<file path="config.mk">
export PLATFORM = sky130hd
export DESIGN_NAME = gbCore
export DESIGN_NICKNAME = d
export VERILOG_FILES = /design/src/hdl/gbSysPkg.sv /design/src/hdl/gbIsaPkg.sv /design/src/hdl/regPortIf.sv /design/src/hdl/interruptController.sv /design/src/hdl/registerFile.sv /design/src/hdl/aluUnit.sv /design/src/hdl/cpuSequencer.sv /design/src/hdl/gbCore.sv
export SDC_FILE = /design/constraint.sdc
export NUM_CORES = 1
export LEC_CHECK = 0
export ABC_AREA = 0
export ABC_CLOCK_PERIOD_IN_PS = 14700
export BUFFER_PORTS_ARGS = -buffer_cell sky130_fd_sc_hd__buf_2
export CAP_MARGIN = 30
export CELL_PAD_IN_SITES_DETAIL_PLACEMENT = 0
export CELL_PAD_IN_SITES_GLOBAL_PLACEMENT = 1
export CORE_AREA = 4 4 147 149
export CTS_CLUSTER_SIZE = 20
export DETAILED_ROUTE_END_ITERATION = 12
export DIE_AREA = 0 0 151 153
export PLACE_DENSITY = 0.62
export SLEW_MARGIN = 20
export SYNTH_ARGS = -nofsm -noshare
export SYNTH_HDL_FRONTEND = slang
export SYNTH_HIERARCHICAL = 1
export SYNTH_SLANG_ARGS = --single-unit
</file>
<file path="constraint.sdc">
create_clock -name iClock -period 14.7 [get_ports iClock]
set_clock_uncertainty 0.1 [all_clocks]
set_input_delay 0 -clock iClock [delete_from_list [all_inputs] [get_ports iClock]]
set_output_delay 0 -clock iClock [all_outputs]
set_load 0.01 [all_outputs]
</file>
<file path="src/hdl/gbSysPkg.sv">
package gbSysPkg;

  // --------------------------------------------------------------------------
  // Bus widths
  // --------------------------------------------------------------------------
  localparam int addrWidth = 16;
  localparam int dataWidth = 8;
  localparam int numIrq    = 4;   // VBlank, LCD status, timer, joypad

  typedef logic [addrWidth-1:0] addrT;
  typedef logic [dataWidth-1:0] dataT;
  typedef logic [numIrq-1:0]    irqT;

  localparam addrT resetPc = 16'h0000;

  // --------------------------------------------------------------------------
  // Interrupt entry points
  // --------------------------------------------------------------------------
  localparam addrT vecVblank  = 16'h0040;
  localparam addrT vecLcdStat = 16'h0048;
  localparam addrT vecTimer   = 16'h0050;
  localparam addrT vecJoypad  = 16'h0060;

  // Sequencer steps
  typedef enum logic [2:0] {
    stateFetch,
    stateExecute,
    stateOperand,   // immediate byte of LD r,n
    stateStore,     // write for LD (HL),r
    stateVector
  } seqStateT;

endpackage

</file>
<file path="src/hdl/gbIsaPkg.sv">
package gbIsaPkg;

  // Register codes as they sit in the opcode fields
  typedef logic [2:0] regCodeT;

  localparam regCodeT regB   = 3'd0;
  localparam regCodeT regC   = 3'd1;
  localparam regCodeT regD   = 3'd2;
  localparam regCodeT regE   = 3'd3;
  localparam regCodeT regH   = 3'd4;
  localparam regCodeT regL   = 3'd5;
  localparam regCodeT regMem = 3'd6;   // (HL)
  localparam regCodeT regA   = 3'd7;

  // --------------------------------------------------------------------------
  // Opcode byte, whole or split into x/y/z
  // --------------------------------------------------------------------------
  typedef struct packed {
    logic [1:0] x;
    logic [2:0] y;
    logic [2:0] z;
  } opFieldsT;

  typedef union packed {
    logic [7:0] raw;
    opFieldsT   fields;
  } opcodeU;

  typedef enum logic [2:0] {aluMove, aluAnd, aluXor, aluOr, aluInc, aluDec} aluOpT;

  localparam logic [7:0] opNop  = 8'h00;
  localparam logic [7:0] opDi   = 8'hF3;
  localparam logic [7:0] opEi   = 8'hFB;
  localparam logic [7:0] opHalt = 8'h76;   // runs as NOP

  localparam logic [1:0] classLdRR = 2'd1;
  localparam logic [1:0] classAlu  = 2'd2;

  localparam logic [2:0] aluYAnd = 3'd4;
  localparam logic [2:0] aluYXor = 3'd5;
  localparam logic [2:0] aluYOr  = 3'd6;

  localparam logic [2:0] zInc   = 3'd4;
  localparam logic [2:0] zDec   = 3'd5;
  localparam logic [2:0] zLdImm = 3'd6;

endpackage

</file>
<file path="src/hdl/regPortIf.sv">
`timescale 1ns/1ns

interface regPortIf;

  gbIsaPkg::regCodeT readSelA;
  gbIsaPkg::regCodeT readSelB;
  gbSysPkg::dataT    readDataA;   // Combinational
  gbSysPkg::dataT    readDataB;
  logic              writeEnable;
  gbIsaPkg::regCodeT writeSelect;
  gbSysPkg::dataT    writeData;

  modport controller (
    output readSelA, readSelB, writeEnable, writeSelect, writeData,
    input  readDataA, readDataB
  );

  modport bank (
    input  readSelA, readSelB, writeEnable, writeSelect, writeData,
    output readDataA, readDataB
  );

endinterface

</file>
<file path="src/hdl/interruptController.sv">
`timescale 1ns/1ns

module interruptController (
  input  logic           iClock,
  input  logic           rstN,
  input  gbSysPkg::irqT  interruptRequests,
  input  logic           enableSet,
  input  logic           enableClear,
  input  logic           take,
  output logic           pending,
  output gbSysPkg::addrT vector
);
  import gbSysPkg::*;

  irqT  latch;
  irqT  latchNext;
  logic enable;
  logic enableNext;

  // Requests stick until an entry serves them
  assign latchNext  = take ? '0 : (latch | interruptRequests);
  assign enableNext = (take || enableClear) ? 1'b0 : (enableSet ? 1'b1 : enable);

  always_ff @(posedge iClock or negedge rstN)
  begin
    if (!rstN)
    begin
      latch  <= '0;
      enable <= 1'b0;
    end
    else
    begin
      latch  <= latchNext;
      enable <= enableNext;
    end
  end

  // State of the coming cycle, so the sequencer can hold back a fetch strobe
  assign pending = enableNext && (latchNext != '0);

  always_comb
  begin
    if (latch[3])
      vector = vecJoypad;      // Joypad wins over all
    else if (latch[0])
      vector = vecVblank;
    else if (latch[1])
      vector = vecLcdStat;
    else
      vector = vecTimer;
  end

endmodule

</file>
<file path="src/hdl/registerFile.sv">
`timescale 1ns/1ns

module registerFile (
  input  logic   iClock,
  input  logic   rstN,
  regPortIf.bank regs
);
  import gbSysPkg::*;
  import gbIsaPkg::*;

  dataT regArray [0:6];   // B C D E H L A

  // A takes slot 6, left free by the (HL) code
  function automatic regCodeT slotOf(input regCodeT code);
    return (code == regA) ? regMem : code;
  endfunction

  always_ff @(posedge iClock or negedge rstN)
  begin
    if (!rstN)
    begin
      for (int i = 0; i < $size(regArray); i++)
        regArray[i] <= '0;
    end
    else if (regs.writeEnable && regs.writeSelect != regMem)
    begin
      regArray[slotOf(regs.writeSelect)] <= regs.writeData;
    end
  end

  // ---------------------------------------------------------------------------
  // Read ports
  // ---------------------------------------------------------------------------
  assign regs.readDataA = (regs.readSelA == regMem) ? '0 : regArray[slotOf(regs.readSelA)];
  assign regs.readDataB = (regs.readSelB == regMem) ? '0 : regArray[slotOf(regs.readSelB)];

endmodule

</file>
<file path="src/hdl/aluUnit.sv">
`timescale 1ns/1ns

module aluUnit (
  input  gbIsaPkg::aluOpT op,
  input  gbSysPkg::dataT  a,
  input  gbSysPkg::dataT  b,
  output gbSysPkg::dataT  result
);
  import gbIsaPkg::*;

  // a is the accumulator side, b the selected register or bus byte
  always_comb
  begin
    case (op)
      aluMove: result = b;
      aluAnd:  result = a & b;
      aluXor:  result = a ^ b;
      aluOr:   result = a | b;
      aluInc:  result = b + 8'd1;   // Wraps at FF
      aluDec:  result = b - 8'd1;
      default: result = b;
    endcase
  end

endmodule

</file>
<file path="src/hdl/cpuSequencer.sv">
`timescale 1ns/1ns

module cpuSequencer (
  input  logic            iClock,
  input  logic            rstN,
  input  gbSysPkg::dataT  mcuDataIn,
  output gbSysPkg::addrT  mcuAddr,
  output gbSysPkg::dataT  mcuDataOut,
  output logic            mcuReadRequest,
  output logic            mcuWe,
  regPortIf.controller    regs,
  output gbIsaPkg::aluOpT aluOp,
  output gbSysPkg::dataT  aluA,
  output gbSysPkg::dataT  aluB,
  input  gbSysPkg::dataT  aluResult,
  input  logic            irqPending,
  input  gbSysPkg::addrT  irqVector,
  output logic            irqTake,
  output logic            intEnableSet,
  output logic            intEnableClear
);
  import gbSysPkg::*;
  import gbIsaPkg::*;

  seqStateT state;
  addrT     pc;
  addrT     pcNext;
  opcodeU   opcodeReg;
  opcodeU   curOp;
  logic     fetchStrobe;   // Read strobe of the Fetch cycle
  regCodeT  srcSel;
  regCodeT  dstSel;
  logic     writesNow;
  logic     isLdImm;
  logic     isStore;
  logic     isEi;
  logic     isDi;

  assign pcNext = pc + 16'd1;

  // Opcode is on the bus during Execute, held afterwards
  always_comb
    curOp.raw = (state == stateExecute) ? mcuDataIn : opcodeReg.raw;

  // ---------------------------------------------------------------------------
  // Decode
  // ---------------------------------------------------------------------------
  always_comb
  begin
    aluOp     = aluMove;
    srcSel    = curOp.fields.z;
    dstSel    = curOp.fields.y;
    writesNow = 1'b0;
    isLdImm   = 1'b0;
    isStore   = 1'b0;
    isEi      = 1'b0;
    isDi      = 1'b0;
    if (curOp.raw == opEi)
      isEi = 1'b1;
    else if (curOp.raw == opDi)
      isDi = 1'b1;
    else if (curOp.raw != opNop && curOp.raw != opHalt)
    begin
      case (curOp.fields.x)
        2'b00:   // LD r,n / INC r / DEC r
        begin
          srcSel  = curOp.fields.y;
          isLdImm = (curOp.fields.z == zLdImm);
          if (curOp.fields.z == zInc)
          begin
            aluOp     = aluInc;
            writesNow = 1'b1;
          end
          else if (curOp.fields.z == zDec)
          begin
            aluOp     = aluDec;
            writesNow = 1'b1;
          end
        end
        classLdRR:
        begin
          isStore   = (curOp.fields.y == regMem);
          writesNow = !isStore;
        end
        classAlu:
        begin
          dstSel = regA;
          case (curOp.fields.y)
            aluYAnd: aluOp = aluAnd;
            aluYXor: aluOp = aluXor;
            aluYOr:  aluOp = aluOr;
            default: aluOp = aluMove;
          endcase
          writesNow = (aluOp != aluMove);   // ADD/SUB/CP group dropped
        end
        default: writesNow = 1'b0;   // CB prefix and the rest
      endcase
    end
  end

  // Register file and ALU steering
  assign regs.readSelA    = (state == stateStore) ? regH : regA;
  assign regs.readSelB    = (state == stateStore) ? regL : srcSel;
  assign regs.writeEnable = (state == stateExecute && writesNow) || state == stateOperand;
  assign regs.writeSelect = dstSel;
  assign regs.writeData   = aluResult;
  assign aluA = regs.readDataA;
  assign aluB = (state == stateOperand) ? mcuDataIn : regs.readDataB;

  assign intEnableSet   = (state == stateExecute) && isEi;
  assign intEnableClear = (state == stateExecute) && isDi;
  assign irqTake        = (state == stateVector);

  // ---------------------------------------------------------------------------
  // Memory port
  // ---------------------------------------------------------------------------
  assign mcuReadRequest = fetchStrobe || (state == stateExecute && isLdImm);
  assign mcuWe          = (state == stateStore);

  always_comb
  begin
    case (state)
      stateExecute: mcuAddr = pcNext;   // immediate byte
      stateStore:   mcuAddr = {regs.readDataA, regs.readDataB};
      default:      mcuAddr = pc;
    endcase
  end

  always_ff @(posedge iClock or negedge rstN)
  begin
    if (!rstN)
    begin
      state       <= stateFetch;
      pc          <= resetPc;
      fetchStrobe <= 1'b0;
    end
    else
    begin
      case (state)
        stateFetch:
        begin
          if (fetchStrobe)
          begin
            fetchStrobe <= 1'b0;
            state       <= stateExecute;
          end
          else if (irqPending)
            state <= stateVector;
          else
            fetchStrobe <= 1'b1;   // only right after reset
        end
        stateExecute:
        begin
          pc <= pcNext;
          if (isLdImm)
            state <= stateOperand;
          else if (isStore)
            state <= stateStore;
          else
          begin
            state       <= stateFetch;
            fetchStrobe <= !irqPending;
          end
        end
        stateOperand:
        begin
          pc          <= pcNext;
          state       <= stateFetch;
          fetchStrobe <= !irqPending;
        end
        stateVector:
        begin
          pc          <= irqVector;
          state       <= stateFetch;
          fetchStrobe <= !irqPending;
        end
        default:   // Store
        begin
          state       <= stateFetch;
          fetchStrobe <= !irqPending;
        end
      endcase
    end
  end

  always_ff @(posedge iClock)
  begin
    if (state == stateExecute)
    begin
      opcodeReg.raw <= mcuDataIn;
      mcuDataOut    <= regs.readDataB;   // source register of a store
    end
  end

endmodule

</file>
<file path="src/hdl/gbCore.sv">
`timescale 1ns/1ns

module gbCore (
  input  logic           iClock,
  input  logic           rstN,
  input  gbSysPkg::dataT mcuDataIn,
  input  gbSysPkg::irqT  interruptRequests,
  output gbSysPkg::addrT mcuAddr,
  output gbSysPkg::dataT mcuDataOut,
  output logic           mcuReadRequest,
  output logic           mcuWe
);

  gbIsaPkg::aluOpT aluOp;
  gbSysPkg::dataT  aluA;
  gbSysPkg::dataT  aluB;
  gbSysPkg::dataT  aluResult;
  logic            irqPending;
  gbSysPkg::addrT  irqVector;
  logic            irqTake;
  logic            intEnableSet;
  logic            intEnableClear;

  regPortIf regBus ();

  cpuSequencer uSequencer (
    .iClock(iClock),                 .rstN(rstN),
    .mcuDataIn(mcuDataIn),           .mcuAddr(mcuAddr),
    .mcuDataOut(mcuDataOut),         .mcuReadRequest(mcuReadRequest),
    .mcuWe(mcuWe),                   .regs(regBus.controller),
    .aluOp(aluOp),                   .aluA(aluA),
    .aluB(aluB),                     .aluResult(aluResult),
    .irqPending(irqPending),         .irqVector(irqVector),
    .irqTake(irqTake),               .intEnableSet(intEnableSet),
    .intEnableClear(intEnableClear)
  );

  registerFile uRegFile (.iClock(iClock), .rstN(rstN), .regs(regBus.bank));

  aluUnit uAlu (.op(aluOp), .a(aluA), .b(aluB), .result(aluResult));

  interruptController uIrq (
    .iClock(iClock),       .rstN(rstN),
    .interruptRequests(interruptRequests),
    .enableSet(intEnableSet), .enableClear(intEnableClear),
    .take(irqTake),        .pending(irqPending),
    .vector(irqVector)
  );

endmodule

</file>
==> results by group <==
Status
  – Status: completed

Run
  – Max-cap check violation count: 0

Pwr
  – Net switching power: ~780 uW
  – Worst VDD drop: 87.5 uV
  – Register share of total power: 27.9%
  – LEAKAGE: 0.00326 uW
  – Gate power share: a little under three fifths
  – Clock power share: ~15%
  – Switching share of power: a little under half
  – Pwr Density: 216 nW/um^2
  – Pint: around 870 uW

Global routing
  – Grt ovf: 0
  – All-Layer GR Usage: between 10% and 20%
  – Vias in the first global route: approximately 5500
  – First-pass GRT wire length: roughly 32000 um
  – Initial antenna violation count: 0
  – Largest net degree at the start of global routing: 62

CTS
  – H-tree levels: 3
  – Post-CTS Setup Bufs: 0
  – Clk pin slew, worst setup/hold paths: 0.08 ns
  – Clock latency on the worst-skew pair: ~0.36 ns
  – CTS tree: done
  – CTS Buf Count: 9
  – Clock root buffer: clkbuf_16
  – CTS Sinks: slightly below 100
  – Clock buffer depth: 2

Setup path
  – CP arrival: around 6.5 ns
  – Crit path max fanout: 25
  – Top delay family on crit path: compound AO/OA/AOI/OAI gates
  – Critical path's slowest cell: a221oi_1
  – Critical path type: reg -> reg
  – Crit path required time: 14.89 ns
  – Worst reg2reg path depth: 21
  – Setup crit end kind: flip-flop
  – Crit path largest cell delay: between 0.5 and 0.6 ns
  – Worst Setup Start Kind: flip-flop
  – CP cell instances: buf_8, or3b_4, inv_6, mux2i_1, inv_2, nor3_1, nand3_1, o31a_1, nor2_1, a221oi_1, a221oi_1, mux2_2, inv_1, xnor2_1, ha_1, or4_1, a21oi_1, o21bai_1, xnor2_1, o221ai_1, mux2_2
  – WP buf/inv: 4
  – Levels on crit path: 21

Timing
  – Setup WS post-layout: about 8.4 ns
  – Worst-Margin Slew: about 1.1 ns
  – Hold WS: roughly 0.027 ns
  – Fin Setup TNS: 0 ns
  – Endpoints failing setup: 0
  – RSZ-0062 raised after global routing: no
  – Max-slew headroom: about a quarter
  – Hold Fails Final Rpt: 0
  – Highest clock rate: around 0.16 GHz
  – Crit path time final: ~6.3 ns
  – Final period utilization: 42.5%
  – Max Slew Vio Count: 0

Synth
  – Syn Inst Count: 739
  – Mean Syn Cell Area: 9.44 um^2
  – Yosys reg bits: 97
  – Ys Warns: 6
  – Synth area leaders: dfrtp_1 29%, mux2_2 13%, mux2i_1 4.6%
  – Yosys top cell area share: 29.1%
  – Dominant synthesized flop cell: dfrtp_1
  – Netlist cell types: 73
  – Post-synth EDFFs: 8
  – Synth async-reset ratio: 83.5%
  – Largest area contributor in the netlist: dfrtp_1
  – Sequential element share of the synthesized area: between 30% and 40%
  – Cell Area, Synth: 6980 um^2

Cells and area
  – Final cell count without fillers: ~1000
  – Fillers: ~2000
  – Most frequent cells in the layout: 83 x mux2_2, 81 x dfrtp_1, 56 x nand2_1
  – Area grow syn2layout: 9.52%
  – Leading cell type in the layout, fill and taps excluded: mux2_2
  – Share of cells above drive strength 1: about 22%
  – Final net count: 783
  – Fin util: between 30% and 40%
  – Diode count: 0

Routing
  – Iteration-0 DRC Markers: a little under 400
  – Vias post-DR: around 5700
  – Vias/cell: roughly 5.5
  – Post-Route WL: around 20000 um
  – Antenna-violating nets left: 0
  – DRC: 0
  – WL/cell: around 20 um
  – First drt pass iteration count: 4

Hold path
  – Hold Crit Class: in -> reg
  – Number of cells on the worst hold path: 4

Placement
  – Placed cells: just under 1000
  – Placed wire-length estimate: roughly 14000 um
  – Pre-CTS setup slack: roughly 8.4 ns
  – RePlAce Congestion: between 0.8 and 0.9
  – IO Port Bufs: 39

Floorplanning
  – Core Region: approximately 20000 um^2
  – Num ports: 40
  – Starting density of the core: approximately a third
  – Die Area: approximately 23000 um^2
  – Die height: 153 um
  – Die outline width: about 150 um
  – Row count: 52
cells in the mapped netlist, types with 17 or more instances:
cell / instances
ha_1: 20
inv_1: 30
a221oi_1: 21
o21ai_0: 41
clkbuf_1: 17
a21oi_1: 47
mux2_2: 83
nand2_1: 57
buf_4: 37
mux2i_1: 32
dfrtp_1: 81
nor2_1: 34
per-stage QoR:
| step | cell area (um^2) | power (uW) |
|---|---|---|
| after floorplan | 7020 | 1180 |
| after global placement | 7170 | 1360 |
| after detailed placement | 7170 | 1390 |
| after CTS | 7630 | 1650 |
| after global routing | 7640 | 1780 |
| final | 7640 | 1650 |
what timing repair did:
item,4_1_cts,5_1_grt
endpoints found under the hold margin,32,0
hold buffers,14,0
resized for setup,0,0
per-layer routing:
metal | share of wire [%] | track usage (%) | routed length, um | up-vias
li1 | - | - | - | 2711
met1 | 46 | 24.0 | 9250 | 2782
met2 | 48 | 28.5 | 9590 | 164
met3 | 4.9 | 3.17 | 993 | 21
met4 | 1.5 | 4.23 | 310 | 0
met5 | 0 | 0 | 0 | -
layout make-up:
| class | count | area, um^2 | area share, % |
|---|---|---|---|
| sequential | 97 | 2430 | 31.8 |
| multi-input combinational | 543 | 4000 | 52.3 |
| timing repair buffer | 64 | 423 | 5.53 |
| clock buffer | 9 | 225 | 2.95 |
| inverter | 34 | 133 | 1.74 |
| clock inverter | 7 | 96.3 | 1.26 |
| tap | 270 | 338 | 4.42 |
cells by family (layout without fill, tap and decap cells):
logic type / Yosys count / in the layout / share of synthesized area [%]
AO/OA/AOI/OAI: 181 / 181 / 17.2
XOR/XNOR: 13 / 13 / 1.63
adder cells (fa/ha/maj): 20 / 20 / 3.59
buffers and inverters: 110 / 114 / 8.57
flip-flops: 97 / 97 / 34.8
multiplexers: 118 / 118 / 19.0
other: 3 / 14 / 0.161
AND/OR/NAND/NOR: 197 / 197 / 15.1
tightest hold or removal path, cell delays in order:
cell and delay [ns]:
buf_2 0.15, nand3_1 0.07, or3_1 0.13, a211oi_2 0.09
power by group through the flow:
stage / clock (uW) / combinational, uW / sequential [uW]
4_1_cts: 262 / 931 / 460
5_1_grt: 272 / 1030 / 474
2_1_floorplan: 0 / 744 / 437
3_3_place_gp: 0 / 901 / 463
6_report: 254 / 937 / 461
3_5_place_dp: 0 / 924 / 465
state kept, by name, indices dropped and copies added, names as in the netlist:
register                flops
uSequencer/fetchStrobe      1
uRegFile/regArray          56
uIrq/enable                 1
uSequencer/pc              16
uSequencer/opcodeReg        8
uIrq/latch                  4
uSequencer/state            3
uSequencer/mcuDataOut       8
path summary, 6_finish.rpt:
kind / start / end / slack (ns)
min: mcuDataIn[4] / uSequencer/state[1] / 0.03
min reg2reg: uIrq/latch[2] / uIrq/latch[2] / 0.42
max reg2reg: uSequencer/state[1] / uRegFile/regArray[14] / 8.45
max in group asynchronous: rstN / uRegFile/regArray[39] / 13.69
min in group asynchronous: rstN / uIrq/latch[1] / 0.16
max: uSequencer/state[1] / uRegFile/regArray[14] / 8.45
Note: power is estimated with default switching activity, not from simulation.
